$ cat src/design/bus_pkg.sv
// bus-side encodings shared by the master and the sram slave
// burst types, response codes and bus widths
package bus_pkg;

	// data path is fixed at one 32-bit word per beat
	localparam int DATA_W = 32;

	// byte address width on both address channels
	localparam int ADDR_W = 32;

	// burst type, encoded as on an AXI bus
	// fixed bursts are never issued, so 2'b00 stays unused
	typedef enum logic [1:0] {
		burst_incr = 2'b01,
		burst_wrap = 2'b10
	} burst_t;

	// response code for read beats and write responses
	// only okay and slave error are produced
	typedef enum logic [1:0] {
		resp_okay   = 2'b00,
		resp_slverr = 2'b10
	} resp_t;

endpackage

$ cat src/design/fsm_pkg.sv
// request opcodes and controller state encodings
// used by the fetch master and the sram slave FSMs
package fsm_pkg;

	// request port opcode
	typedef enum logic [1:0] {
		op_line   = 2'b00,
		op_stream = 2'b01,
		op_store  = 2'b10
	} req_op_t;

	// slave read side, fetch state waits on the array register
	typedef enum logic [1:0] {
		rd_idle  = 2'b00,
		rd_fetch = 2'b01,
		rd_send  = 2'b10
	} rd_state_t;

	// slave write side
	typedef enum logic [1:0] {
		wr_idle   = 2'b00,
		wr_commit = 2'b01,
		wr_resp   = 2'b10
	} wr_state_t;

	// master, one operation in flight
	typedef enum logic [2:0] {
		m_idle = 3'b000,
		m_ar   = 3'b001,
		m_aw   = 3'b010,
		m_data = 3'b011,
		m_resp = 3'b100
	} mst_state_t;

endpackage

$ cat src/design/sram_axi_read.sv
// sram slave read channel, burst address generation and range check
// one beat every two cycles, array read in the fetch state
`timescale 1ns/1ns

module sram_axi_read #(
	parameter int MEM_WORDS = 1024
) (
	input  logic                         clk,
	input  logic                         rst,
	input  logic                         arvalid,
	output logic                         arready,
	input  logic [bus_pkg::ADDR_W-1:0]   araddr,
	input  logic [7:0]                   arlen,
	input  bus_pkg::burst_t              arburst,
	output logic                         rvalid,
	input  logic                         rready,
	output logic [bus_pkg::DATA_W-1:0]   rdata,
	output bus_pkg::resp_t               rresp,
	output logic                         rlast,
	output logic                         rd_en,
	output logic [$clog2(MEM_WORDS)-1:0] rd_addr,
	input  logic [bus_pkg::DATA_W-1:0]   rd_data
);

	localparam int IDX_W = $clog2(MEM_WORDS);
	// full word index, address bits 2 and up
	localparam int WIDX_W = bus_pkg::ADDR_W - 2;

	fsm_pkg::rd_state_t state;

	// latched burst
	logic [WIDX_W-1:0] idx_q;
	logic [7:0]        len_q;
	bus_pkg::burst_t   burst_q;
	// beats already sent
	logic [7:0]        cnt_q;

	logic [WIDX_W-1:0] idx_next;
	logic [WIDX_W-1:0] wrap_mask;
	logic              oob;

	// index past the array end
	assign oob = idx_q >= WIDX_W'(MEM_WORDS);

	// wrap block is len+1 words, len+1 a power of two
	assign wrap_mask = WIDX_W'(len_q);

	always_comb begin
		if (burst_q == bus_pkg::burst_wrap) begin
			// low bits count and wrap, high bits stay on the block base
			idx_next = (idx_q & ~wrap_mask) | ((idx_q + 1'b1) & wrap_mask);
		end else begin
			idx_next = idx_q + 1'b1;
		end
	end

	// channel outputs straight from the state
	assign arready = (state == fsm_pkg::rd_idle);
	assign rvalid  = (state == fsm_pkg::rd_send);
	assign rlast   = rvalid && (cnt_q == len_q);
	assign rresp   = (rvalid && oob) ? bus_pkg::resp_slverr : bus_pkg::resp_okay;
	// out of range reads as zero
	assign rdata   = oob ? '0 : rd_data;

	// array access, skipped for out of range words
	assign rd_en   = (state == fsm_pkg::rd_fetch) && !oob;
	assign rd_addr = idx_q[IDX_W-1:0];

	// control FSM and beat counter
	always_ff @(posedge clk) begin
		if (rst) begin
			state <= fsm_pkg::rd_idle;
			cnt_q <= '0;
		end else begin
			case (state)
				fsm_pkg::rd_idle: begin
					if (arvalid) begin
						cnt_q <= '0;
						state <= fsm_pkg::rd_fetch;
					end
				end
				fsm_pkg::rd_fetch: begin
					state <= fsm_pkg::rd_send;
				end
				fsm_pkg::rd_send: begin
					if (rready) begin
						if (rlast) begin
							state <= fsm_pkg::rd_idle;
						end else begin
							cnt_q <= cnt_q + 8'd1;
							state <= fsm_pkg::rd_fetch;
						end
					end
				end
				default: begin
					state <= fsm_pkg::rd_idle;
				end
			endcase
		end
	end

	// burst registers
	// index steps only when a non-last beat is taken
	always_ff @(posedge clk) begin
		if (arvalid && arready) begin
			idx_q   <= araddr[bus_pkg::ADDR_W-1:2];
			len_q   <= arlen;
			burst_q <= arburst;
		end else if (rvalid && rready && !rlast) begin
			idx_q <= idx_next;
		end
	end

endmodule

$ cat config.mk
export PLATFORM = sky130hd
export DESIGN_NAME = sram_axi_read
export DESIGN_NICKNAME = d
export VERILOG_FILES = /design/src/design/bus_pkg.sv /design/src/design/fsm_pkg.sv /design/src/design/sram_axi_read.sv
export SDC_FILE = /design/constraint.sdc
export NUM_CORES = 1
export LEC_CHECK = 0
export ABC_AREA = 0
export BUFFER_PORTS_ARGS = -buffer_cell sky130_fd_sc_hd__buf_4
export CELL_PAD_IN_SITES_DETAIL_PLACEMENT = 2
export CELL_PAD_IN_SITES_GLOBAL_PLACEMENT = 2
export CORE_AREA = 2 2 137 85
export DETAILED_ROUTE_END_ITERATION = 7
export DIE_AREA = 0 0 139 87
export HOLD_SLACK_MARGIN = 0.12
export PLACE_DENSITY = 0.91
export SLEW_MARGIN = 20
export SYNTH_ARGS = -nofsm -noshare
export SYNTH_HDL_FRONTEND = slang
export SYNTH_SLANG_ARGS = --single-unit
$ cat constraint.sdc
create_clock -name clk -period 6.9 [get_ports clk]
set_input_delay 0.345 -clock clk [delete_from_list [all_inputs] [get_ports clk]]
set_output_delay 0.345 -clock clk [all_outputs]
set_load 0.01 [all_outputs]
Yosys cells after proc, flatten, opt, wreduce, memory -nomap -nowiden
Cells that the tools add are included.
Widths: inputs -> output; s select.
{"block": "word_totals", "ff_bits": 50, "inputBits": 78, "output_inout_bits": 48, "elab_cells": 45}
{"block": "op_classes", "addsub": 2, "magnitude_cmp": 1, "n_eq_ne": 7, "n_mux": 13, "n_bitwise": 4, "n_reduce_logical": 13}
{"op": "$mux 30", "n": 3}
{"op": "$mux 32", "n": 1}
{"op": "$add 30x1->30 const B", "n": 1}
{"op": "$and 30x30->30", "n": 1}
{"op": "$and 30x8->30", "n": 1}
{"op": "$ge 30x11->1 const B", "n": 1}
{"op": "$not 8->30", "n": 1}
{"op": "$or 30x30->30", "n": 1}
{"op": "$mux 8", "n": 3}
{"op": "$pmux 8 s2", "n": 1}
{"op": "$add 8x1->8 const B", "n": 1}
{"op": "$eq 8x8->1", "n": 1}
{"op": "$logic_and 1x1->1", "n": 6}
{"op": "$mux 2", "n": 3}
{"op": "$pmux 2 s3", "n": 1}
{"op": "$eq 2x2->1 const B", "n": 2}
{"op": "$ne 2x2->1 const B", "n": 2}
{"op": "$reduce_and 4->1", "n": 1}
{"op": "$reduce_bool 2->1", "n": 2}
{"op": "$eq 2x1->1 const B", "n": 1}
{"op": "$logic_not 1->1", "n": 2}
{"op": "$logic_not 2->1", "n": 1}
{"op": "$ne 2x1->1 const B", "n": 1}
{"op": "$reduce_and 2->1", "n": 1}
{"op": "$mux 1", "n": 1}

Depth between registers and ports, before layout
{"block": "depth", "ltp_word": 6, "ltp_mapped": 7, "mapped_depth_nobuf": 6}

Least setup slack after synthesis
No wires, ideal clock.
{"block": "synth_path", "kind": "register -> register", "startpoint": "register state[0]", "endpoint": "register idx_q[10], enable pin", "setup_ns": 0.432, "t_arrival_ns": 2.642, "required_time_ns": 6.468, "setup_slack_ns": 3.827, "stages_incl_launch_ff": 6, "n_path_buf": 1, "period_less_slack_ns": 3.073, "path_cell_list": "dfxtp_1 -> nand2b_1 -> inv_1 -> o211ai_2 -> clkbuf_1 -> o21ai_0"}
{"block": "synth_via", "elab_chain_cells": 5, "elab_cells_between_ends": 8, "cone_classes": "eq/ne (1); reduce/logical (7)"}
{"item": "from (decl)", "line": "sram_axi_read.sv:29", "source": "fsm_pkg::rd_state_t state;"}
{"item": "from (signal assigned)", "line": "sram_axi_read.sv:72", "source": "state <= fsm_pkg::rd_idle;"}
{"item": "from (signal assigned)", "line": "sram_axi_read.sv:79", "source": "state <= fsm_pkg::rd_fetch;"}
{"item": "from (signal assigned)", "line": "sram_axi_read.sv:83", "source": "state <= fsm_pkg::rd_send;"}
{"item": "$eq 2x2->1 (*)", "line": "sram_axi_read.sv:59", "source": "assign rvalid = (state == fsm_pkg::rd_send);"}
{"item": "net rvalid", "line": "sram_axi_read.sv:15", "source": "output logic rvalid,"}
{"item": "$logic_and 1x1->1", "line": "sram_axi_read.sv:60", "source": "assign rlast = rvalid && (cnt_q == len_q);"}
{"item": "$logic_not 1->1", "line": "sram_axi_read.sv:109", "source": "end else if (rvalid && rready && !rlast) begin"}
{"item": "$logic_and 1x1->1 (*)", "line": "sram_axi_read.sv:109"}
{"item": "$reduce_bool 2->1 (no line) (*)"}
{"item": "to (signal assigned)", "line": "sram_axi_read.sv:106", "source": "idx_q <= araddr[bus_pkg::ADDR_W-1:2];"}
{"item": "to (signal assigned)", "line": "sram_axi_read.sv:110", "source": "idx_q <= idx_next;"}
{"item": "to (decl)", "line": "sram_axi_read.sv:32", "source": "logic [WIDX_W-1:0] idx_q;"}
Mark *: on every way through the listed nets, which the timed path passes. The rest lies on a longest branch.
A chain may end at the register's enable or synchronous reset.

Final worst setup path
{"block": "layout_path", "startpoint": "register state[1]", "endpoint": "register cnt_q[6]"}
{"block": "layout_via", "elab_chain_cells": 4, "elab_cells_between_ends": 9, "cone_classes": "eq/ne (4); mux (1); reduce/logical (4)"}
{"item": "$eq 2x2->1", "line": "sram_axi_read.sv:59, sram_axi_read.sv:75"}
{"item": "$logic_and 1x1->1", "line": "sram_axi_read.sv:60"}
{"item": "$ne 2x2->1 (no line)"}
{"item": "$reduce_and 4->1 (no line)"}
{"item": "to (signal assigned)", "line": "sram_axi_read.sv:90", "source": "cnt_q <= cnt_q + 8'd1;"}
{"item": "to (decl)", "line": "sram_axi_read.sv:36", "source": "logic [7:0] cnt_q;"}
Parallel ways exist; a longest one is shown, timed or not.

==> out/metrics.csv <==
metric;value;unit
status;finished, final reports clean;
CP endpoint;cnt_q[6]$_SDFFE_PP0P_;
library cells used by synthesis;43;
worst-path fanout max;53;
Longest Clk Path Bufs;2;
Setup TNS Final;0;ps
Initial Utilization;29.1;%
core box area;11000;sq um
Hold Buf Count CTS;0;
Clock Sinks;50;
DIE AREA;12100;sq um
GRT Util Overall;18.3;%
Worst R2R Path Depth;7;
Max Transition Viols Final;0;
Die Wd;139;um
clk slew on worst S/H paths;70;ps
HP Class;primary input to flop;
Critical Path, Cell by Cell;nor2_1, nand2_1, clkinv_1, buf_4, nor4_1, o21ai_0, o21ai_0;
Avg Vias per Cell;5.02;
DRC viols;0;
CP startpoint;state[1]$_SDFFE_PP0P_;
Pwr Density;194;nW/um^2
slew margin rel.;42.4;%
Area contributors post-synth;edfxtp_1 (38%), xnor2_1 (8.8%), and2_1 (6.3%), dfxtp_1 (6.3%), nand2_1 (5.4%);
mapped cell area;3190;sq um
#FFs+latches synth;50;
initial antenna violation count;0;
crit end category;flop;
Post-Route WL;10.9;mm
post-detail-place hpwl;8.42;mm
Critical Path Slowest Stage Cell;nor4_1;
Leak Pwr;1.69;nW
critical path launch point type;flop;
number of global-route vias before repair;3406;
syn avg cell area;9.05;sq um
maximum VDD drop;0.0000984;V
final worst path period share;38.7;%
crit-path max cell delay;800;ps
RSZ-0062 raised after global routing;no;
Reg2Reg Setup Slack;4230;ps
Setup Crit Path Kind;flop to flop;
Final Hold Viols;0;
proportion of layout cells with a drive suffix above 1;30.8;%
first-pass GRT wire length;17.7;mm
Final GP Congestion;0.837;
1st-iter DRT viols;132;
worst reg2reg path startpoint;state[1]$_SDFFE_PP0P_;
DRT antenna net count;0;
P&R area growth vs syn;35.8;%
min cycle time layout;2670;ps
RR Endpoint;cnt_q[6]$_SDFFE_PP0P_;
first-pass detailed-route iteration total;4;
Cell Rows;30;
IO Pins;126;
clock latency on the worst-skew pair;290;ps
ant diodes;0;
synthesized instance count;352;
# Post-CTS Setup Buffers;0;
Hold Path Depth;1;
fmax;0.375;GHz
WP data required;7110;ps
Synth top area share;37.7;%
Util after Layout;39.5;%
die height;87;um
multi-input combinational cell area;1600;sq um
filler instances;1217;
Max-Cap Viols;0;
clk_skew;6.17;ps
largest net degree at the start of global routing;54;
crit-path most repeated cell;o21ai_0;
Critical Path AT;2880;ps
total number of yosys warnings;0;
Routed wire per std cell;18.1;um
Vias;3021;
CTS tree;yes;
Final nets;538;
cts repair resizes;0;
Synth Net Count;433;
worst slack on hold paths;223;ps
# port buffers;122;
Storage cell area;1400;sq um
clk root buf;clkbuf_16;
Overflow after GRT;0;
final setup vio count;0;
Design Power;840;uW
Least-Margin Pin Slew;855;ps
CP top delay family;simple AND/OR/NAND/NOR gates;
area leader, netlist;edfxtp_1;
Critical Path Stages;7;
sequential-to-total area share from yosys stat;44.0;%
Num CTS Buffers;5;
Buf/Inv on CP;2;
htree depth;2;
## cells in the mapped netlist, drive strengths merged
library cell   n
nand4b         1
ha             3
o21a           1
and2          32
a21oi          6
nor3          14
buf           13
clkbuf        13
xnor2         32
nand2b         4
conb           1
o31ai         15
and3           1
nor4           8
o211ai         2
and4           3
nor2b          1
nand4          5
nor2          25
a22o           1
o311ai         1
dfxtp         10
nand2         46
or4            3
xor2           5
mux2i          1
clkinv         1
edfxtp        40
nand3         17
or2            1
o21ai         34
inv           12
## worst reg2reg max path: cells and delay by family (launching register included)
| family | cells | cell delay, ps |
|---|---|---|
| AND/OR/NAND/NOR | 3 | 1350 |
| AO/OA/AOI/OAI | 2 | 340 |
| buffers and inverters | 2 | 520 |
| flip-flops | 1 | 390 |
## per-layer routing
metal,global-route usage (%),routed length [um]
met1,23.5,4880
met2,31.9,5290
met3,4.34,622
met4,3.95,91
met5,0,0
## placed cells by master (no fill, tap or decap), types with 4 or more instances in the layout
cell,instances
nand2b_1,4
buf_4,124
o21ai_0,22
nand3_1,16
nand4_1,5
nand2_1,46
xor2_1,5
clkbuf_16,5
xnor2_1,32
nor4_1,6
a21oi_1,6
edfxtp_1,40
inv_1,12
and2_1,32
o21ai_1,10
nor3_1,12
o31ai_1,15
nor2_1,25
dfxtp_1,10
## cell families after synthesis
| kind of cell | Yosys count | share of synthesized area, % |
|---|---|---|
| adder cells (fa/ha/maj) | 3 | 1.18 |
| XOR/XNOR | 37 | 10.2 |
| buffers and inverters | 39 | 6.17 |
| flip-flops | 50 | 44.0 |
| other | 1 | 0.118 |
| AO/OA/AOI/OAI | 60 | 11.4 |
| multiplexers | 1 | 0.314 |
| AND/OR/NAND/NOR | 161 | 26.7 |
## report_power, final
| part | internal [mW] | total (mW) | switching [mW] | leakage (nW) |
|---|---|---|---|---|
| logic | 0.0748 | 0.155 | 0.0807 | 1.14 |
| clock network | 0.171 | 0.284 | 0.113 | 0.0771 |
| registers | 0.365 | 0.400 | 0.0346 | 0.470 |
## layout make-up
class                   instances  area share [%]
multi-input cells             263            37.0
inverters                      13            1.13
repair buffers                124            21.5
clock buffers                   6            2.98
clock inverters                 2           0.868
well taps                     144            4.16
flip-flops and latches         50            32.4
## metrics by stage
| stage | cells | worst slack (ps) | area, sq um |
|---|---|---|---|
| after detailed placement | 594 | 4280 | 4160 |
| after global routing | 602 | 4030 | 4330 |
| final | 602 | 4230 | 4330 |
| after floorplan | 352 | 3830 | 3190 |
| after global placement | 594 | 4360 | 4150 |
| after CTS | 602 | 4240 | 4330 |
## how the worst min path moves through the flow
stage | end | start | slack (ps)
2_1_floorplan | burst_q[0]$_DFFE_PP_ | arburst[0] | 440
3_3_place_gp | cnt_q[7]$_SDFFE_PP0P_ | cnt_q[7]$_SDFFE_PP0P_ | 510
3_5_place_dp | len_q[3]$_DFFE_PP_ | arlen[3] | 520
4_1_cts | len_q[3]$_DFFE_PP_ | arlen[3] | 220
5_1_grt | len_q[3]$_DFFE_PP_ | arlen[3] | 220
6_report | len_q[3]$_DFFE_PP_ | arlen[3] | 220
No activity file was read; power rests on OpenSTA's default activity.
