===== src/design/bus_pkg.sv =====
// bus-side encodings shared by the master and the sram slave
// burst types, response codes and bus widths
package bus_pkg;

	// data path is fixed at one 32-bit word per beat
	localparam int DATA_W = 32;

	// byte address width on both address channels
	localparam int ADDR_W = 32;

	// burst type, encoded as on an AXI bus
	// fixed bursts are never issued, so 2'b00 stays unused
	typedef enum logic [1:0] {
		burst_incr = 2'b01,
		burst_wrap = 2'b10
	} burst_t;

	// response code for read beats and write responses
	// only okay and slave error are produced
	typedef enum logic [1:0] {
		resp_okay   = 2'b00,
		resp_slverr = 2'b10
	} resp_t;

endpackage


===== src/design/fsm_pkg.sv =====
// request opcodes and controller state encodings
// used by the fetch master and the sram slave FSMs
package fsm_pkg;

	// request port opcode
	typedef enum logic [1:0] {
		op_line   = 2'b00,
		op_stream = 2'b01,
		op_store  = 2'b10
	} req_op_t;

	// slave read side, fetch state waits on the array register
	typedef enum logic [1:0] {
		rd_idle  = 2'b00,
		rd_fetch = 2'b01,
		rd_send  = 2'b10
	} rd_state_t;

	// slave write side
	typedef enum logic [1:0] {
		wr_idle   = 2'b00,
		wr_commit = 2'b01,
		wr_resp   = 2'b10
	} wr_state_t;

	// master, one operation in flight
	typedef enum logic [2:0] {
		m_idle = 3'b000,
		m_ar   = 3'b001,
		m_aw   = 3'b010,
		m_data = 3'b011,
		m_resp = 3'b100
	} mst_state_t;

endpackage


===== src/design/sram_axi_write.sv =====
// sram slave write channel, single-beat write with response
// address and data taken together, committed a cycle later
`timescale 1ns/1ns

module sram_axi_write #(
	parameter int MEM_WORDS = 1024
) (
	input  logic                         clk,
	input  logic                         rst,
	input  logic                         awvalid,
	output logic                         awready,
	input  logic [bus_pkg::ADDR_W-1:0]   awaddr,
	input  logic                         wvalid,
	output logic                         wready,
	input  logic [bus_pkg::DATA_W-1:0]   wdata,
	input  logic [3:0]                   wstrb,
	output logic                         bvalid,
	input  logic                         bready,
	output bus_pkg::resp_t               bresp,
	output logic                         wr_en,
	output logic [$clog2(MEM_WORDS)-1:0] wr_addr,
	output logic [bus_pkg::DATA_W-1:0]   wr_data,
	output logic [3:0]                   wr_strb
);

	localparam int IDX_W = $clog2(MEM_WORDS);
	localparam int WIDX_W = bus_pkg::ADDR_W - 2;

	fsm_pkg::wr_state_t state;

	// latched write
	logic [WIDX_W-1:0]          idx_q;
	logic [bus_pkg::DATA_W-1:0] data_q;
	logic [3:0]                 strb_q;

	logic oob;
	logic take;

	assign oob  = idx_q >= WIDX_W'(MEM_WORDS);
	// both channels present and slave idle
	assign take = awvalid && wvalid && awready && wready;

	assign awready = (state == fsm_pkg::wr_idle);
	assign wready  = (state == fsm_pkg::wr_idle);

	// commit cycle, no array write when out of range
	assign wr_en   = (state == fsm_pkg::wr_commit) && !oob;
	assign wr_addr = idx_q[IDX_W-1:0];
	assign wr_data = data_q;
	assign wr_strb = strb_q;

	assign bvalid = (state == fsm_pkg::wr_resp);
	assign bresp  = (bvalid && oob) ? bus_pkg::resp_slverr : bus_pkg::resp_okay;

	always_ff @(posedge clk) begin
		if (rst) begin
			state <= fsm_pkg::wr_idle;
		end else begin
			case (state)
				fsm_pkg::wr_idle: begin
					if (take) begin
						state <= fsm_pkg::wr_commit;
					end
				end
				fsm_pkg::wr_commit: begin
					state <= fsm_pkg::wr_resp;
				end
				fsm_pkg::wr_resp: begin
					// response held until taken
					if (bready) begin
						state <= fsm_pkg::wr_idle;
					end
				end
				default: begin
					state <= fsm_pkg::wr_idle;
				end
			endcase
		end
	end

	// write payload
	always_ff @(posedge clk) begin
		if (take) begin
			idx_q  <= awaddr[bus_pkg::ADDR_W-1:2];
			data_q <= wdata;
			strb_q <= wstrb;
		end
	end

endmodule


===== config.mk =====
export PLATFORM = sky130hd
export DESIGN_NAME = sram_axi_write
export DESIGN_NICKNAME = d
export VERILOG_FILES = /design/src/design/bus_pkg.sv /design/src/design/fsm_pkg.sv /design/src/design/sram_axi_write.sv
export SDC_FILE = /design/constraint.sdc
export NUM_CORES = 1
export LEC_CHECK = 0
export BUFFER_PORTS_ARGS = -buffer_cell sky130_fd_sc_hd__buf_2
export CORE_MARGIN = 2
export CORE_UTILIZATION = 40
export CTS_CLUSTER_SIZE = 16
export DETAILED_ROUTE_END_ITERATION = 16
export PLACE_DENSITY = 0.81
export SETUP_SLACK_MARGIN = 0.02
export SLEW_MARGIN = 20
export SYNTH_ARGS = -nofsm -noshare
export SYNTH_HDL_FRONTEND = slang
export SYNTH_SLANG_ARGS = --single-unit

===== constraint.sdc =====
create_clock -name clk -period 2.8 [get_ports clk]
set_input_delay 0.28 -clock clk [delete_from_list [all_inputs] [get_ports clk]]
set_output_delay 0.28 -clock clk [all_outputs]
set_load 0.01 [all_outputs]

-- Word-level counts from Yosys, hierarchy flattened
Index checks and enable logic that the tools add are counted.
- magnitude comparators: 1
- equality and inequality tests: 4
- muxes and demuxes: 4
- reductions and logical operators: 8
- operators with widths (kind ; count):
    $ge 30x11->1 const B ; 1
    $mux 2 ; 3
    $pmux 2 s3 ; 1
    $logic_and 1x1->1 ; 5
    $ne 2x1->1 const B ; 2
    $eq 2x1->1 const B ; 1
    $eq 2x2->1 const B ; 1
    $logic_not 2->1 ; 1
    $reduce_and 2->1 ; 1
    $logic_not 1->1 ; 1
- register bits: 68
- bits of input ports: 73
- output and inout port bits: 52
- logic and storage cells: 21

-- Logic depth before layout (Yosys ltp)
Gate-level depths: netlist of run 1.
- word-level depth: 5
- depth in mapped cells: 3
- gate-level depth less buffers: 3

-- Worst setup path after synthesis of run 1
OpenSTA, ideal clock, no wires.
- path kind: reg2reg
- start: reg state[1]
- end: reg idx_q[0] (enable)
- library setup time: 0.432 ns
- arrival time: 2.195 ns
- required time: 2.368 ns
- setup slack: 0.173 ns
- stages on the path, launching flop included: 3
- buffers on the path: 0
- period minus slack after synthesis: 2.627 ns
- cells stage by stage: dfxtp_1 nor2_1 and3_1
- word-level cells in the longest chain between the ends: 3
- RTL lines (element ; line ; source):
    start: declaration ; sram_axi_write.sv:29 ; fsm_pkg::wr_state_t state;
    start signal: assignment ; sram_axi_write.sv:57 ; state <= fsm_pkg::wr_idle;
    start signal: assignment ; sram_axi_write.sv:62 ; state <= fsm_pkg::wr_commit;
    start signal: assignment ; sram_axi_write.sv:66 ; state <= fsm_pkg::wr_resp;
    $logic_not 2->1 * ; sram_axi_write.sv:43 ; assign awready = (state == fsm_pkg::wr_idle);
    via awready ; sram_axi_write.sv:11 ; output logic awready,
    $logic_and 1x1->1 ; sram_axi_write.sv:41 ; assign take = awvalid && wvalid && awready && wready;
    $logic_and 1x1->1 * ; sram_axi_write.sv:41 ;
    via take ; sram_axi_write.sv:37 ; logic take;
    end signal: assignment ; sram_axi_write.sv:84 ; idx_q <= awaddr[bus_pkg::ADDR_W-1:2];
    end: declaration ; sram_axi_write.sv:32 ; logic [WIDX_W-1:0] idx_q;
The timed path passes the listed nets; every way through them passes the cells marked *.
A chain may end at the register's enable or synchronous reset.

-- Worst setup path in the final report of run 1
- start: reg idx_q[16]
- end: out bresp[1]
- word-level cells in the longest chain between the ends: 3
- RTL lines (element ; line ; source):
    $ge 30x11->1 ; sram_axi_write.sv:39 ; assign oob = idx_q >= WIDX_W'(MEM_WORDS);
    $logic_and 1x1->1 ; sram_axi_write.sv:53 ; assign bresp = (bvalid && oob) ? bus_pkg::resp_slverr : bus_pkg::resp_okay;
    $mux 2 ; sram_axi_write.sv:53 ;
    end: declaration ; sram_axi_write.sv:19 ; output bus_pkg::resp_t bresp,
Every way passes these cells.

==> impl_metrics.yaml, run 1 <==
worst_hold_path:
  hp-class: "input port to flip-flop"
  hold_start: "wstrb[1]"
synth:
  synth_top_family_by_area: "simple AND/OR/NAND/NOR gates"
  synthesis.area_um2: 2230
  avgSynthCellArea_um2: 23.0
  synth.most_common_cell: "edfxtp_1"
  netlist_instances: 97
  synthXorXnorAreaFrac: 0
  synth_ff_type: "edfxtp_1"
  yosysWarnings: 0
  ys_ff_latch: 68
  synth_edf_count: 66
  synth_compound_area_frac: 0.00561
  yosysSeqAreaShare: 0.906
  synth.area.top_cells: "edfxtp_1, buf_4, dfxtp_1"
  synth_top_area_frac: 0.888
  muxShareOfSynthArea: 0
  synth.largest_area_cell: "edfxtp_1"
  synth_fa_ha_area_frac: 0
  postSynth.asyncResetShare: 0
  synth_simple_gate_area_frac: 0.0465
  syn_nets: 170
  synth_common_cells: "edfxtp_1, buf_4, nor4_2"
  yosysUniqueCellTypes: 15
critical_path:
  cp.required_ns: 2.52
  critPathCaptureType: "primary output"
  critical_path_class: "flip-flop to primary output"
  startpoint: "idx_q[16]"
  r2r_start: "state[1]"
  cp_max_fo: 2
  start_kind: "flip-flop"
  reg2reg_slack_ns: 1.20
  cp.arrival_ns: 1.58
sta:
  rsz0062_at_grt: "no"
  skew_ns: 0.00923
  timing.fmax_mhz: 539
  final_hold_viol_count: 0
  period_share: 0.663
  slew_viol_final: 0
  tns_ns: 0
  fin_crit_ns: 1.86
  setup_violations: 0
place:
  place_inst: 281
  dp_hpwl_um: 3070
  dpl-instance-area_um2: 2870
  port-buffer-count: 121
  place_congestion: 0.726
clocking:
  clock_sinks: 68
  clock_path_buffers: 2
  cts_hold_buf: 0
  cts_made_buffers: 9
  clkSlewWorstSetupHoldPaths_ns: 0.08
  cts_tree: "built"
  worstSkewPairLatency_ns: 0.34
  post-cts-setup-buffers: 0
  root_buffer: "clkbuf_8"
  htree_levels: 3
  ctsResizeCount: 0
final_layout:
  syn_to_final_growth_pct: 36.6
  finalNetCount: 293
  nFillCells: 437
  fin_area_um2: 3050
  n_antenna_cell: 0
  final_cells: 297
  seq_area_um2: 2020
  drive_above_1_share: 0.640
  multi_input_area_um2: 121
power:
  ir_drop_mv: 0.428
  clkPwrFrac: 0.348
  powerDensity_nw_per_um2: 658
  power_leakage_nw: 1.24
  intPower_w: 0.00156
  seq_power_share: 0.588
  p_switching_w: 0.000446
  p_sw_frac: 0.222
  pwr-share-comb: 0.064
flow_run:
  max_cap_violations: 0
floorplanning:
  coreArea_um2: 5440
  die_area_um2: 6190
  dieWidth_um: 78.7
  initial_core_util: 0.410
  rows: 27
  die_h_um: 78.7
  ios: 125
global_route:
  grt.total_usage: 0.140
  grt_pass1_vias: 1371
  grt_overflow: 0
  grt_max_degree: 25
  grt_pass1_wl_um: 6180
  antenna_found_initial: 0
detailed_routing:
  antenna_left: 0
  drc: 0
  vias: 1274
  drt_pre_antenna_iters: 4
  vias_per_cell: 4.29
  wl_per_cell_um: 13.8
  drt_wl_total_um: 4110
  drt_iter0_markers: 36
status:
  outcome: "finished, final reports clean"
[per-layer routing]
metal,up-vias,track usage,share of wire
li1,610,-,-
met4,0,0.0912,0.025
met3,7,0.0841,0.13
met2,77,0.228,0.51
met1,580,0.133,0.33
met5,-,0,0
[per-stage QoR]
step                      hold slack (ns)  utilization  setup slack [ns]  total power, W
after floorplan                     0.349            -             0.173         0.00126
after global placement              0.456        0.528              1.22         0.00133
after detailed placement            0.458        0.528              1.17         0.00133
after CTS                           0.102        0.561             0.887         0.00203
after global routing               0.0996        0.561             0.827         0.00208
final                               0.113        0.561             0.944         0.00201
[state kept, by name, summed over array words and instances, names as in the netlist]
| signal | cells |
|---|---|
| idx_q | 30 |
| state | 2 |
| wr_data | 32 |
| wr_strb | 4 |
[worst max-delay path: stages (launching register included)]
cell and delay, ns:
edfxtp_1 0.38, nor4_2 0.34, nand3_1 0.18, o21a_1 0.22, buf_2 0.13
[kinds of logic (layout without fill, tap and decap cells)]
logic type | after synthesis | after routing
AO/OA/AOI/OAI | 2 | 2
other | 1 | 1
flip-flops | 68 | 68
AND/OR/NAND/NOR | 14 | 14
buffers and inverters | 12 | 140
[final timing paths]
check,to,depth (start not counted)
min,wr_strb[1],1
max,bresp[1],4
min reg2reg,state[1],2
max reg2reg,wr_data[27],3
[power by group through the flow]
stage | Combinational [W] | Sequential [W] | Clock (W)
CTS | 0.000130 | 0.00118 | 0.000719
finish | 0.000128 | 0.00118 | 0.000700
global route | 0.000140 | 0.00119 | 0.000750
global placement | 0.000125 | 0.00120 | 0
detailed placement | 0.000129 | 0.00120 | 0
floorplan | 0.0000368 | 0.00122 | 0
[area by class of cell]
type / instances / share of cell area
flip-flops and latches: 68 / 0.663
repair buffers: 124 / 0.210
clock buffers: 10 / 0.0419
multi-input cells: 17 / 0.0398
well taps: 72 / 0.0295
clock inverters: 6 / 0.0156
[layout by cell type (no fill, tap or decap), drive strengths merged, types with 2 or more instances in the layout]
cell type,synthesis,layout
buf,12,124
edfxtp,66,66
clkbuf,0,10
nor4,5,5
inv,0,3
nor2b,2,2
nand2b,2,2
dfxtp,2,2
clkinv,0,2
Power figures use the tool's default switching activity.
==> run 2: changes to the inputs <==
Settings changed: CORE_UTILIZATION 40 to 39, PLACE_DENSITY 0.81 to 0.83.
Clock period 2.8 ns to 1.59 ns, I/O delays scaled along.
==> run 2 against run 1 <==
Effect of this change:
- the run now ends with setup timing left
- routed wire length up 28%
- final cell count grew 21%
- worst setup slack worse by 1.0 ns
- count of clock-buffer cells in the layout is 1 higher
- flip-flop and latch count did not move
- critical path depth stayed put
- register-to-register slack worse by 0.83 ns
- die area grew 2.4%
- largest cell class unchanged
==> impl_metrics.yaml, run 2 (synthesis results as in run 1) <==
sta:
  final_hold_viol_count: 0
  rsz0062_at_grt: "yes"
  skew_ns: 0.00682
  period_share: 1.05
  fin_crit_ns: 1.66
  setup_violations: 2
  slew_viol_final: 0
  hold_ws_ns: 0.0162
  timing.fmax_mhz: 601
  timing.final.ws_setup_ns: -0.0735
floorplanning:
  rows: 27
  initial_core_util: 0.405
  coreArea_um2: 5510
  dieWidth_um: 79.7
  die_area_um2: 6340
  die_h_um: 79.7
  ios: 125
final_layout:
  drive_above_1_share: 0.505
  syn_to_final_growth_pct: 68.0
  finalNetCount: 355
  mostFrequentLayoutCell: "buf_2"
  final_cell_mix: "buf_2, edfxtp_1, dlygate4sd3_1"
  largest_reg_flops: 32
  final_core_util: 0.681
  n_antenna_cell: 0
clocking:
  cts_tree: "built"
  clock_sinks: 68
  post-cts-setup-buffers: 0
  htree_levels: 3
  cts_made_buffers: 9
  clock_path_buffers: 2
  clkSlewWorstSetupHoldPaths_ns: 0.07
  worstSkewPairLatency_ns: 0.32
  root_buffer: "clkbuf_8"
critical_path:
  cp.required_ns: 1.43
  r2r_start: "state[1]"
  worstRegToRegCells: 3
  cp_max_fo: 2
  cp_cell_sequence: "nor4_4 -> nand3_2 -> o21a_1 -> buf_2"
  cp.arrival_ns: 1.50
  reg2reg_slack_ns: 0.37
  critical_path_class: "flip-flop to primary output"
  critPathCaptureType: "primary output"
  r2r-end: "wr_data[14]"
  start_kind: "flip-flop"
  slowest_stage: "edfxtp_1"
  critical-path-max-stage-delay_ns: 0.41
power:
  p_switching_w: 0.000760
  intPower_w: 0.00315
  p_sw_frac: 0.194
  clkPwrFrac: 0.375
  ir_drop_mv: 0.610
  power_leakage_nw: 1.52
  powerDensity_nw_per_um2: 1040
  seq_power_share: 0.533
  pwr-share-comb: 0.092
worst_hold_path:
  hold_depth: 1
  hold_path_end: "wr_data[10]"
  hp-class: "input port to flip-flop"
  hold_start: "wdata[10]"
detailed_routing:
  wl_per_cell_um: 14.6
  antenna_left: 0
  drt_wl_total_um: 5260
  drc: 0
  drt_pre_antenna_iters: 4
  drt_iter0_markers: 52
  vias: 1559
  vias_per_cell: 4.34
status:
  violations: "setup timing"
  outcome: "finished, violations left"
place:
  dp_hpwl_um: 3130
  place_congestion: 0.640
  port-buffer-count: 121
global_route:
  grt_pass1_wl_um: 7570
  grt_max_degree: 37
  grt.total_usage: 0.170
  grt_overflow: 0
  antenna_found_initial: 0
  grt_pass1_vias: 1706
flow_run:
  max_cap_violations: 0
## run 2: power groups by stage
stage	sequential (W)	combinational, W	clock (W)
floorplan	0.00214	0.0000666	0
global placement	0.00212	0.000224	0
detailed placement	0.00212	0.000233	0
CTS	0.00208	0.000345	0.00151
global route	0.00209	0.000386	0.00158
finish	0.00209	0.000359	0.00147
## run 2: metal layers
layer | GRT usage | vias to the layer above | routed length [um]
li1 | - | 736 | -
met1 | 0.147 | 743 | 1760
met2 | 0.340 | 69 | 3030
met3 | 0.0430 | 11 | 350
met4 | 0.0983 | 0 | 109
met5 | 0 | - | 0
## run 2: cell type report
| class | count | area, um^2 |
|---|---|---|
| sequential | 68 | 2020 |
| fill | 384 | 1760 |
| timing repair buffer | 186 | 1280 |
| multi-input combinational | 17 | 154 |
| clock inverter | 5 | 76.3 |
| tap | 72 | 90.1 |
| clock buffer | 11 | 131 |
## run 2: worst max-delay path: cells and delay by family (launching register included)
kind / cells / cell delay (ns)
flops: 1 / 0.41
compound gates: 1 / 0.19
buf+inv: 1 / 0.13
simple gates: 2 / 0.45
## run 2: worst max-delay path by stage
stage / startpoint / end / slack (ns) / cells after the start
after detailed placement: idx_q[14] / wr_en / 0.25 / 4
after global routing: idx_q[14] / wr_en / -0.17 / 4
after global placement: idx_q[14] / bresp[1] / 0.28 / 4
after CTS: idx_q[22] / bresp[1] / -0.12 / 4
final: idx_q[14] / bresp[1] / -0.07 / 4
after floorplan: state[1] / idx_q[0] / 0.07 / 2
## run 2: through the flow
step / power, W / setup TNS, ns / instance area, um^2 / instances / setup WS (ns)
final: 0.00391 / -0.141 / 3750 / 359 / -0.0735
after global routing: 0.00406 / -0.342 / 3750 / 359 / -0.174
after CTS: 0.00394 / -0.184 / 3680 / 354 / -0.116
after detailed placement: 0.00235 / 0 / 2890 / 280 / 0.248
after global placement: 0.00234 / 0 / 2890 / 280 / 0.278
after floorplan: 0.00221 / 0 / 2240 / 97 / 0.0743
## run 2: repair_timing
item                       4_1_cts  5_1_grt
resized for setup                1        3
hold buffers                    58        5
hold endpoints to repair        59        5
setup endpoints to repair        2        2
pin swaps                        4        3
