**config.mk**
```make
export PLATFORM = sky130hd
export DESIGN_NAME = line_refill_master
export DESIGN_NICKNAME = d
export VERILOG_FILES = /design/src/design/bus_pkg.sv /design/src/design/fsm_pkg.sv /design/src/design/line_refill_master.sv
export SDC_FILE = /design/constraint.sdc
export NUM_CORES = 1
export LEC_CHECK = 0
export BUFFER_PORTS_ARGS = -buffer_cell sky130_fd_sc_hd__buf_2
export CORE_AREA = 3 3 106 108
export CTS_BUF_LIST = sky130_fd_sc_hd__clkbuf_2
export DETAILED_ROUTE_END_ITERATION = 10
export DIE_AREA = 0 0 109 111
export PLACE_DENSITY = 0.79
export SYNTH_ARGS = -nofsm -noshare
export SYNTH_HDL_FRONTEND = slang
export SYNTH_SLANG_ARGS = --single-unit
```
**constraint.sdc**
```tcl
create_clock -name clk -period 3.6 [get_ports clk]
set_clock_uncertainty 0.1 [all_clocks]
set_input_delay 0.36 -clock clk [delete_from_list [all_inputs] [get_ports clk]]
set_output_delay 0.36 -clock clk [all_outputs]
set_load 0.05 [all_outputs]
```
**src/design/bus_pkg.sv**
```systemverilog
// bus-side encodings shared by the master and the sram slave
// burst types, response codes and bus widths
package bus_pkg;

	// data path is fixed at one 32-bit word per beat
	localparam int DATA_W = 32;

	// byte address width on both address channels
	localparam int ADDR_W = 32;

	// burst type, encoded as on an AXI bus
	// fixed bursts are never issued, so 2'b00 stays unused
	typedef enum logic [1:0] {
		burst_incr = 2'b01,
		burst_wrap = 2'b10
	} burst_t;

	// response code for read beats and write responses
	// only okay and slave error are produced
	typedef enum logic [1:0] {
		resp_okay   = 2'b00,
		resp_slverr = 2'b10
	} resp_t;

endpackage

```
**src/design/fsm_pkg.sv**
```systemverilog
// request opcodes and controller state encodings
// used by the fetch master and the sram slave FSMs
package fsm_pkg;

	// request port opcode
	typedef enum logic [1:0] {
		op_line   = 2'b00,
		op_stream = 2'b01,
		op_store  = 2'b10
	} req_op_t;

	// slave read side, fetch state waits on the array register
	typedef enum logic [1:0] {
		rd_idle  = 2'b00,
		rd_fetch = 2'b01,
		rd_send  = 2'b10
	} rd_state_t;

	// slave write side
	typedef enum logic [1:0] {
		wr_idle   = 2'b00,
		wr_commit = 2'b01,
		wr_resp   = 2'b10
	} wr_state_t;

	// master, one operation in flight
	typedef enum logic [2:0] {
		m_idle = 3'b000,
		m_ar   = 3'b001,
		m_aw   = 3'b010,
		m_data = 3'b011,
		m_resp = 3'b100
	} mst_state_t;

endpackage

```
**src/design/line_refill_master.sv**
```systemverilog
// fetch-side master, turns requests into read bursts or a single write
// read beats and write responses share one beat register toward the outside
`timescale 1ns/1ns

module line_refill_master #(
	parameter int LINE_WORDS = 4
) (
	input  logic                       clk,
	input  logic                       rst,
	// request port
	input  logic                       req_valid,
	output logic                       req_ready,
	input  fsm_pkg::req_op_t           req_op,
	input  logic [bus_pkg::ADDR_W-1:0] req_addr,
	input  logic [7:0]                 req_len,
	input  logic [bus_pkg::DATA_W-1:0] req_wdata,
	input  logic [3:0]                 req_wstrb,
	// beat port
	output logic                       beat_valid,
	input  logic                       beat_ready,
	output logic [bus_pkg::DATA_W-1:0] beat_data,
	output logic                       beat_last,
	output logic                       beat_err,
	// read channels
	output logic                       arvalid,
	input  logic                       arready,
	output logic [bus_pkg::ADDR_W-1:0] araddr,
	output logic [7:0]                 arlen,
	output bus_pkg::burst_t            arburst,
	input  logic                       rvalid,
	output logic                       rready,
	input  logic [bus_pkg::DATA_W-1:0] rdata,
	input  bus_pkg::resp_t             rresp,
	input  logic                       rlast,
	// write channels
	output logic                       awvalid,
	input  logic                       awready,
	output logic [bus_pkg::ADDR_W-1:0] awaddr,
	output logic                       wvalid,
	input  logic                       wready,
	output logic [bus_pkg::DATA_W-1:0] wdata,
	output logic [3:0]                 wstrb,
	input  logic                       bvalid,
	output logic                       bready,
	input  bus_pkg::resp_t             bresp
);

	fsm_pkg::mst_state_t state;

	// latched request, word aligned address
	logic [bus_pkg::ADDR_W-1:0] addr_q;
	logic [7:0]                 len_q;
	bus_pkg::burst_t            burst_q;
	logic [bus_pkg::DATA_W-1:0] wdata_q;
	logic [3:0]                 wstrb_q;

	// one-entry beat register
	logic                       beat_full;
	logic [bus_pkg::DATA_W-1:0] beat_data_q;
	logic                       beat_last_q;
	logic                       beat_err_q;

	logic req_take;
	logic r_take;
	logic b_take;
	logic beat_take;

	assign req_ready = (state == fsm_pkg::m_idle);
	assign req_take  = req_valid && req_ready;

	assign arvalid = (state == fsm_pkg::m_ar);
	assign araddr  = addr_q;
	assign arlen   = len_q;
	assign arburst = burst_q;

	// address and data go out together
	assign awvalid = (state == fsm_pkg::m_aw);
	assign wvalid  = (state == fsm_pkg::m_aw);
	assign awaddr  = addr_q;
	assign wdata   = wdata_q;
	assign wstrb   = wstrb_q;

	// accept from the slave only into an empty beat register
	assign rready = (state == fsm_pkg::m_data) && !beat_full;
	assign bready = (state == fsm_pkg::m_resp) && !beat_full;
	assign r_take = rvalid && rready;
	assign b_take = bvalid && bready;

	assign beat_valid = beat_full;
	assign beat_data  = beat_data_q;
	assign beat_last  = beat_last_q;
	assign beat_err   = beat_err_q;
	assign beat_take  = beat_full && beat_ready;

	// operation FSM
	// back to idle only once the last beat has left
	always_ff @(posedge clk) begin
		if (rst) begin
			state <= fsm_pkg::m_idle;
		end else begin
			case (state)
				fsm_pkg::m_idle: begin
					if (req_take) begin
						if (req_op == fsm_pkg::op_store) begin
							state <= fsm_pkg::m_aw;
						end else begin
							state <= fsm_pkg::m_ar;
						end
					end
				end
				fsm_pkg::m_ar: begin
					if (arready) begin
						state <= fsm_pkg::m_data;
					end
				end
				fsm_pkg::m_aw: begin
					if (awready && wready) begin
						state <= fsm_pkg::m_resp;
					end
				end
				fsm_pkg::m_data, fsm_pkg::m_resp: begin
					if (beat_take && beat_last_q) begin
						state <= fsm_pkg::m_idle;
					end
				end
				default: begin
					state <= fsm_pkg::m_idle;
				end
			endcase
		end
	end

	// request decode
	// line fetch wraps over LINE_WORDS, stream counts up from req_len
	always_ff @(posedge clk) begin
		if (req_take) begin
			addr_q  <= {req_addr[bus_pkg::ADDR_W-1:2], 2'b00};
			wdata_q <= req_wdata;
			wstrb_q <= req_wstrb;
			if (req_op == fsm_pkg::op_line) begin
				len_q   <= 8'(LINE_WORDS - 1);
				burst_q <= bus_pkg::burst_wrap;
			end else begin
				len_q   <= req_len;
				burst_q <= bus_pkg::burst_incr;
			end
		end
	end

	// beat register flag
	always_ff @(posedge clk) begin
		if (rst) begin
			beat_full <= 1'b0;
		end else if (r_take || b_take) begin
			beat_full <= 1'b1;
		end else if (beat_take) begin
			beat_full <= 1'b0;
		end
	end

	// beat payload
	// store completion is a single zero-data beat
	always_ff @(posedge clk) begin
		if (r_take) begin
			beat_data_q <= rdata;
			beat_last_q <= rlast;
			beat_err_q  <= (rresp == bus_pkg::resp_slverr);
		end else if (b_take) begin
			beat_data_q <= '0;
			beat_last_q <= 1'b1;
			beat_err_q  <= (bresp == bus_pkg::resp_slverr);
		end
	end

endmodule

```
==> After elaboration in Yosys (flattened, before gate mapping) <==
Index checks and enable logic that the tools add are counted.
{ "totals": {"romBits": 0, "word_cells": 52, "latch_bits": 0, "register_bits": 114, "memories": 0, "out_inout_bits": 151, "input_bits": 124, "ramBits": 0} }
{ "classes": {"div": 0, "multipliers": 0, "order_cmp": 0, "n_eq_ne": 11, "add_sub_neg": 0, "shifts": 0, "n_reduce_logical": 16, "n_bitwise": 0, "mux": 15} }
{ "op_table": {"columns": ["cell", "n"], "rows": [
  ["2-to-1 mux 32 bit", 2],
  ["2-to-1 mux 3 bit", 4],
  ["one-hot mux 3 bit (4 select lines)", 1],
  ["logical AND 1 bit", 8],
  ["equality test 2 bit (second input constant)", 3],
  ["equality test 3 x 2 -> 1 bit (second input constant)", 2],
  ["2-to-1 mux 1 bit", 6],
  ["inequality test 2 x 1 -> 1 bit (second input constant)", 3],
  ["2-to-1 mux 2 bit", 2],
  ["AND reduction 4 bit", 1],
  ["nonzero test 2 bit", 2],
  ["equality test 3 x 1 -> 1 bit (second input constant)", 1],
  ["equality test 3 bit (second input constant)", 1],
  ["zero test 3 bit", 1],
  ["zero test 2 bit", 1],
  ["inequality test 2 bit (second input constant)", 1],
  ["OR reduction 2 bit", 1],
  ["zero test 1 bit", 1],
  ["logical OR 1 bit", 1]
]} }

==> Logic depth before layout (Yosys ltp) <==
Gate-level depths: netlist (run 1).
{ "depth": {"ltp_word": 5, "mapped_depth": 6, "depth_no_buf": 3} }

==> Least setup slack after synthesis (run 1) <==
Ideal clock, no wire load.
{ "synth_path": {"path_type": "reg-to-reg", "start": "reg state[0]", "end": "reg addr_q (netlist bit araddr[10]) (enable)", "synth_period_minus_slack_ps": 4017, "path_stages_with_launch": 4, "arrival_time_ps": 3476, "n_path_buf": 1, "required_time_ps": 3058, "path_slack_ps": -417, "setup_time_ps": 442, "path_cell_list": "dfxtp_1 -> buf_2 -> nor3_1 -> and2_1"} }
{ "synth_between": {"elab_chain_len": 2} }
{ "synth_rtl": {"columns": ["element", "line_no", "text"], "rows": [
  ["from (decl)", "line_refill_master.sv:48", "fsm_pkg::mst_state_t state;"],
  ["from (signal assigned)", "line_refill_master.sv:99", "state <= fsm_pkg::m_idle;"],
  ["from (signal assigned)", "line_refill_master.sv:105", "state <= fsm_pkg::m_aw;"],
  ["from (signal assigned)", "line_refill_master.sv:107", "state <= fsm_pkg::m_ar;"],
  ["zero test 3 bit", "line_refill_master.sv:68", "assign req_ready = (state == fsm_pkg::m_idle);"],
  ["named net req_ready", "line_refill_master.sv:12", "output logic req_ready,"],
  ["logical AND 1 bit", "line_refill_master.sv:69", "assign req_take = req_valid && req_ready;"],
  ["named net req_take", "line_refill_master.sv:63", "logic req_take;"],
  ["to (signal assigned)", "line_refill_master.sv:137", "addr_q <= {req_addr[bus_pkg::ADDR_W-1:2], 2'b00};"],
  ["to (decl)", "line_refill_master.sv:51", "logic [bus_pkg::ADDR_W-1:0] addr_q;"]
]} }
The timed path passes the listed nets, and every way through them passes these cells.
A chain may end at the register's enable or synchronous reset.

==> Worst setup path after layout (run 1) <==
{ "layout_path": {"start": "reg state[0]", "end": "reg beat_err_q (netlist: beat_err) (data pin)"} }
{ "layout_between": {"elab_chain_len": 4} }
{ "layout_rtl": {"columns": ["element", "line_no", "text"], "rows": [
  ["equality test 3 x 2 -> 1 bit", "line_refill_master.sv:84", "assign rready = (state == fsm_pkg::m_data) && !beat_full;"],
  ["logical AND 1 bit", "line_refill_master.sv:84", null],
  ["logical AND 1 bit", "line_refill_master.sv:86", "assign r_take = rvalid && rready;"],
  ["2-to-1 mux 1 bit", "line_refill_master.sv:164", "if (r_take) begin"],
  ["to (signal assigned)", "line_refill_master.sv:167", "beat_err_q <= (rresp == bus_pkg::resp_slverr);"],
  ["to (signal assigned)", "line_refill_master.sv:171", "beat_err_q <= (bresp == bus_pkg::resp_slverr);"],
  ["to (decl)", "line_refill_master.sv:61", "logic beat_err_q;"]
]} }
Every way passes these cells.

==> reports/qor.yml, run 1 <==
routing:
  drt_iter0_markers: 126
  drtAntennaViolNets: 0
  vias: 3327
  wl_per_cell_um: 17.02
  routed_wl_mm: 12.77
  drc: 0
  routed_via_density: 4.436
  drtPass1Iterations: 4
place:
  place.gp.congestion: 0.7529
  place_hpwl_mm: 7.715
  port_buffers: 268
timing:
  max_slew_margin_pct: 23.62
  tns_ps: 0
  period_needed_ps: 2857
  hold_viol: 0
  max_freq_mhz: 350.0
  drv_slew: 0
  rsz0062_at_grt: "false"
  holdWs_ps: 104.4
  fin_crit_sh_pct: 79.37
  setup_viol: 0
  worst_slew_pin_slew_ps: 1146
global_route:
  grt_usage_pct: 20.95
  grt_pass1_wl_mm: 18.65
  grt_start_max_net_pins: 77
  grt_pass1_vias: 3535
  antenna_found_initial: 2
  gr-total-overflow: 0
synth:
  synth-edff-count: 110
  netlist_area_sq_um: 4238
  synthTopCellsByCount: "edfxtp_1, buf_4, and2_4"
  synth.ff_latch_count: 114
  synth_most_common_cell: "edfxtp_1"
  yosysSeqAreaShare_pct: 79.83
  synth_cell_types: 29
  yosys_warnings: 0
  synth_area_leader_cell: "edfxtp_1"
  synth_ff_type: "edfxtp_1"
  synth_top_area_share_pct: 77.95
  synthTopCellsByArea: "edfxtp_1, buf_4, and2_4, and2_1, dfxtp_1"
  netlist_instances: 232
  syn_avg_cell_area_sq_um: 18.27
  async_flop_share_pct: 0
min_path:
  hold_path_end: "arlen[2]"
  holdCritStartpoint: "req_op[1]"
  hold_depth: 3
  min_path_type: "input pin to flop"
power:
  p_switching_mw: 1.060
  switching_share_pct: 32.79
  p_int_mw: 2.173
  pwr-share-comb_pct: 23.9
  p_total_mw: 3.233
  p_per_area_nw_per_um2: 470.4
  seq_power_share_pct: 49.3
  p_clk_share_pct: 26.8
  ir_drop_mv: 0.2158
  cellLeakagePower_nw: 2.925
worst_setup_path:
  rr_worst_depth: 4
  reg2reg_to: "beat_err"
  crit_type: "flop to flop"
  r2r-start: "state[0]"
  cp.required_ps: 3890
  arrival_ps: 3150
  cp-end-kind: "flop"
  path_max_fanout: 34
  r2r_slack_ps: 740
  worstSetupStartpointType: "flop"
clock_tree:
  clockRootBuffer: "clkbuf_2"
  cts_buffers: 17
  cts_num_sinks: 114
  tritoncts: "built"
  worstSkewPairLatency_ps: 610
  cts-htree-levels: 4
  postCtsSetupRepairBufs: 0
  clk_path_buf_depth: 2
  clk_pin_slew_worst_paths_ps: 160
cells_and_area:
  final-seq-area_sq_um: 3383
  final_net_count: 722
  multi_input_area_sq_um: 535.5
  fill_cells: 727
  drive_gt1_share_pct: 52.86
  syn_to_final_growth_pct: 62.18
run:
  maxCapViolations: 0
floorplanning:
  placementRows: 37
  die_w_um: 109
  start_util_pct: 41.05
  ioPinCount: 275
  die_area_sq_um: 12100
  coreArea_sq_um: 10320
  die_y_um: 111
run_status:
  status: "finished clean"
-- final cells by class --
cell class / instances / share of cell area, %
diodes: 3 / 0.1092
inverters: 3 / 0.1638
multi-input cells: 76 / 7.792
clock inverters: 11 / 2.003
flip-flops and latches: 114 / 49.23
clock buffers: 21 / 1.529
well taps: 136 / 2.476
repair buffers: 386 / 36.70
-- worst max-delay path, stage by stage (launching register included) --
cell	delay, ps
dfxtp_1	510
and3b_1	280
and3_1	940
mux2i_1	200
dlygate4sd3_1	610
-- flip-flops by register name (all words and copies together) (netlist names) --
signal	cells
wstrb	4
state	3
beat_data	32
beat_last	1
wdata	32
arburst	2
beat_valid	1
araddr	30
beat_err	1
arlen	8
-- what timing repair did --
item / CTS / global route
hold endpoints to repair: 114 / 0
resized for setup: 0 / 0
hold buffers: 118 / 0
-- metrics by stage --
step	cell area, sq um	cells	setup slack (ps)	utilization, %
finish	6873	750	742.8	66.57
global route	6870	749	501.6	66.55
CTS	6865	747	796.1	66.50
detailed placement	5441	597	1334	52.71
global placement	5441	597	1459	52.71
floorplan	4250	235	360.7	-
-- worst max-delay path by stage --
stage / startpoint / end / slack [ps] / cells after the start
global route: state[1] / beat_err / 500 / 4
global placement: state[0] / beat_err / 1460 / 3
CTS: state[0] / beat_err / 800 / 4
finish: state[0] / beat_err / 740 / 4
detailed placement: state[0] / beat_err / 1330 / 3
floorplan: state[0] / araddr[10] / 360 / 3
-- cell usage in the layout (no fill, tap or decap), drive strengths merged --
cell         synthesis  final
buf                 42    268
dlygate4sd3          0    118
edfxtp             110    110
and2                35     35
clkbuf               0     21
nor2b                6      6
clkinv               0      6
nand2b               4      4
conb                 1      4
dfxtp                4      4
diode                0      3
nor3b                3      3
nor3                 3      3
inv                  3      3
bufinv               0      3
a22oi                2      2
nand2                2      2
a21oi                2      2
or2                  2      2
clkinvlp             0      2
nor2                 2      2
and3b                1      1
and3                 1      1
mux2i                1      1
nand3                1      1
nand4bb              1      1
a211o                1      1
nand4                1      1
a32oi                1      1
and4b                1      1
a31oi                1      1
a21o                 1      1
-- logic make-up after synthesis --
logic type             count (synthesis)  share of synthesized area (%)
multiplexers                           1                         0.2362
buffers and inverters                 45                          8.031
flip-flops                           114                          79.83
AND/OR/NAND/NOR                       63                          10.48
AO/OA/AOI/OAI                          8                          1.329
other                                  1                        0.08849
-- power groups by stage --
| stage | logic (mW) | clock network [mW] | registers [mW] |
|---|---|---|---|
| 2_1_floorplan | 0.232 | 0 | 1.90 |
| 4_1_cts | 0.766 | 0.890 | 1.59 |
| 5_1_grt | 0.802 | 0.955 | 1.60 |
| 3_3_place_gp | 0.656 | 0 | 1.62 |
| 3_5_place_dp | 0.662 | 0 | 1.62 |
| 6_report | 0.771 | 0.866 | 1.60 |
-- layer usage --
metal	GRT usage (%)	vias to the layer above	share of wire [%]
met5	0	-	0
met4	10.02	0	2.7
met1	20.60	1585	34
li1	-	1537	-
met3	7.222	25	8.0
met2	38.21	180	55
No activity file was read; power rests on OpenSTA's default activity.
==> run 2: changes to the inputs <==
--- a/config.mk
+++ b/config.mk
@@ -5,12 +5,13 @@
 export SDC_FILE = /design/constraint.sdc
 export NUM_CORES = 1
 export LEC_CHECK = 0
+export ABC_AREA = 1
 export BUFFER_PORTS_ARGS = -buffer_cell sky130_fd_sc_hd__buf_2
-export CORE_AREA = 3 3 106 108
+export CORE_MARGIN = 3
+export CORE_UTILIZATION = 40
 export CTS_BUF_LIST = sky130_fd_sc_hd__clkbuf_2
 export DETAILED_ROUTE_END_ITERATION = 10
-export DIE_AREA = 0 0 109 111
-export PLACE_DENSITY = 0.79
+export PLACE_DENSITY = 0.81
 export SYNTH_ARGS = -nofsm -noshare
 export SYNTH_HDL_FRONTEND = slang
 export SYNTH_SLANG_ARGS = --single-unit
==> constraint.sdc (replaced) <==
create_clock -name clk -period 2.6 [get_ports clk]
set_clock_uncertainty 0.1 [all_clocks]
set_input_delay 0.26 -clock clk [delete_from_list [all_inputs] [get_ports clk]]
set_output_delay 0.26 -clock clk [all_outputs]
set_load 0.05 [all_outputs]
==> run 2 against run 1 <==
Compared with the run above:
- fmax rose by 21%
- synthesized cell count is 25% higher
- sequential share of layout area fell by 1.9 points
- first-iteration DRC count down 2.4%
- core utilization increased by 2.1 points
- count of clock-buffer cells in the layout down 3
- sequential cell count did not move
- register-to-register slack got worse by 510 ps
- global-route usage up 0.42 points
- critical path depth rose by 3
==> reports/qor.yml, run 2 <==
run_status:
  status: "finished clean"
routing:
  vias: 3557
  drc: 0
  drt_iter0_markers: 123
  routed_via_density: 4.333
  drtAntennaViolNets: 0
  routed_wl_mm: 13.24
  drtPass1Iterations: 5
  wl_per_cell_um: 16.13
cells_and_area:
  n_antenna_cell: 0
  post-route-util_pct: 68.70
  final_common_cell: "buf_2"
  syn_to_final_growth_pct: 65.48
  final_net_count: 796
  instances_no_fill: 821
  layout_common_cells: "buf_2, dlygate4sd3_1, edfxtp_1"
  drive_gt1_share_pct: 48.91
synth:
  synthTopCellsByArea: "edfxtp_1, buf_4, inv_1, nor2_1, dfxtp_1"
  synthTopCellsByCount: "edfxtp_1, inv_1, nor2_1"
  synth_cell_types: 28
  yosys_warnings: 0
  syn_avg_cell_area_sq_um: 14.96
  netlist_instances: 289
  netlist_area_sq_um: 4324
  yosysSeqAreaShare_pct: 78.24
  synth_ff_type: "edfxtp_1"
  synth_area_leader_cell: "edfxtp_1"
  synth_top_area_share_pct: 76.39
  synth-edff-count: 110
  async_flop_share_pct: 0
  synth.ff_latch_count: 114
  synth_most_common_cell: "edfxtp_1"
global_route:
  antenna_found_initial: 0
  grt_pass1_wl_mm: 18.89
  gr-total-overflow: 0
  grt_usage_pct: 21.37
  grt_pass1_vias: 3751
  grt_start_max_net_pins: 36
clock_tree:
  cts_num_sinks: 114
  clockRootBuffer: "clkbuf_2"
  postCtsSetupRepairBufs: 0
  cts-htree-levels: 4
  post_cts_resize_count: 0
  clk_path_buf_depth: 2
  clk_pin_slew_worst_paths_ps: 180
  tritoncts: "built"
  worstSkewPairLatency_ps: 600
  cts_buffers: 17
floorplanning:
  coreArea_sq_um: 10420
  ioPinCount: 275
  start_util_pct: 41.51
  die_area_sq_um: 12090
  die_y_um: 110.0
  placementRows: 37
  die_w_um: 110.0
place:
  pre_cts_slack_ps: 704.4
  dpl.cell_count: 667
  port_buffers: 268
  place.gp.congestion: 0.8004
  place_hpwl_mm: 8.062
timing:
  fin_crit_sh_pct: 91.11
  drv_slew: 0
  setup_viol: 0
  worst_slew_pin_slew_ps: 704.0
  final.setup.worst_slack_ps: 231.2
  max_slew_margin_pct: 52.91
  period_needed_ps: 2369
  rsz0062_at_grt: "false"
  max_freq_mhz: 422.2
  hold_viol: 0
min_path:
  holdCritStartpoint: "wready"
  min_path_type: "input pin to flop"
worst_setup_path:
  r2r-start: "state[0]"
  path_max_fanout: 35
  arrival_ps: 2640
  cp.required_ps: 2870
  cp-end-kind: "flop"
  critPathLaunch: "state[0]"
  worstSetupStartpointType: "flop"
  crit_type: "flop to flop"
power:
  p_per_area_nw_per_um2: 948.3
  ir_drop_mv: 0.5083
  cellLeakagePower_nw: 3.337
run:
  maxCapViolations: 0
==> run 2: cell count changes in the layout (fill, tap and decap cells not counted), sizes merged, moves of 4 or more <==
cell	previous run	this run
nor2b	6	0
nand2b	4	0
and2	35	0
dlygate4sd3	118	122
nand3	1	7
buf	268	278
inv	3	54
nor2	2	50
nand2	2	12
==> run 2: kinds of logic (layout without fill, tap and decap cells) <==
group           count (synthesis)  count (layout)  synth area share (%)
buf+inv                        90             483                 11.60
other cells                     1               4               0.08672
flops                         114             114                 78.24
simple gates                   79              79                 9.346
compound gates                  5               5                0.7234
==> run 2: per-layer routing <==
metal | track usage, % | vias to the layer above | part of all wire, %
met3 | 8.212 | 19 | 8.3
met1 | 21.41 | 1660 | 34
li1 | - | 1693 | -
met5 | 0 | - | 0
met2 | 40.21 | 185 | 56
met4 | 6.946 | 0 | 1.5
==> run 2: through the flow <==
step / setup TNS (ps) / cell area [sq um] / power [mW] / hold slack [ps]
after floorplan: -24430 / 4354 / 4.804 / 215.1
after global placement: 0 / 5668 / 5.320 / 337.5
after detailed placement: 0 / 5668 / 5.377 / 337.0
after CTS: 0 / 7156 / 6.815 / 1.334
after global routing: 0 / 7156 / 7.088 / 35.13
final: 0 / 7156 / 6.786 / 83.17
==> run 2: final cells by class <==
class | count | area, sq um
clock buffers | 18 | 90.09
clock inverters | 14 | 176.4
fillers | 703 | 3261
inverters | 51 | 191.4
multi-input cells | 88 | 466.7
flip-flops and latches | 114 | 3386
well taps | 136 | 170.2
repair buffers | 400 | 2675
==> run 2: critical path: stages, from the launching register on <==
cell,delay [ps]
dfxtp_1,650
nand2_2,130
nor3_4,180
nand2_4,60
buf_4,260
nand3b_1,140
o31ai_1,70
dlygate4sd3_1,570
==> run 2: worst paths after layout <==
path                end  slack [ps]  cells past startpoint
min reg2reg  beat_valid         640                      4
max            beat_err         230                      7
min            state[0]          80                      6
max reg2reg    beat_err         230                      7
==> run 2: repair_timing <==
| item | 4_1_cts | 5_1_grt |
|---|---|---|
| hold buffers | 122 | 0 |
| endpoints found under the setup margin | 0 | 0 |
| endpoints found under the hold margin | 115 | 0 |
==> run 2: where the power goes <==
part | switching (mW) | leakage (nW) | internal [mW] | total, mW
clock network | 0.723 | 0.157 | 0.553 | 1.28
logic | 2.19 | 2.11 | 0.689 | 2.88
registers | 0.166 | 1.07 | 2.47 | 2.63
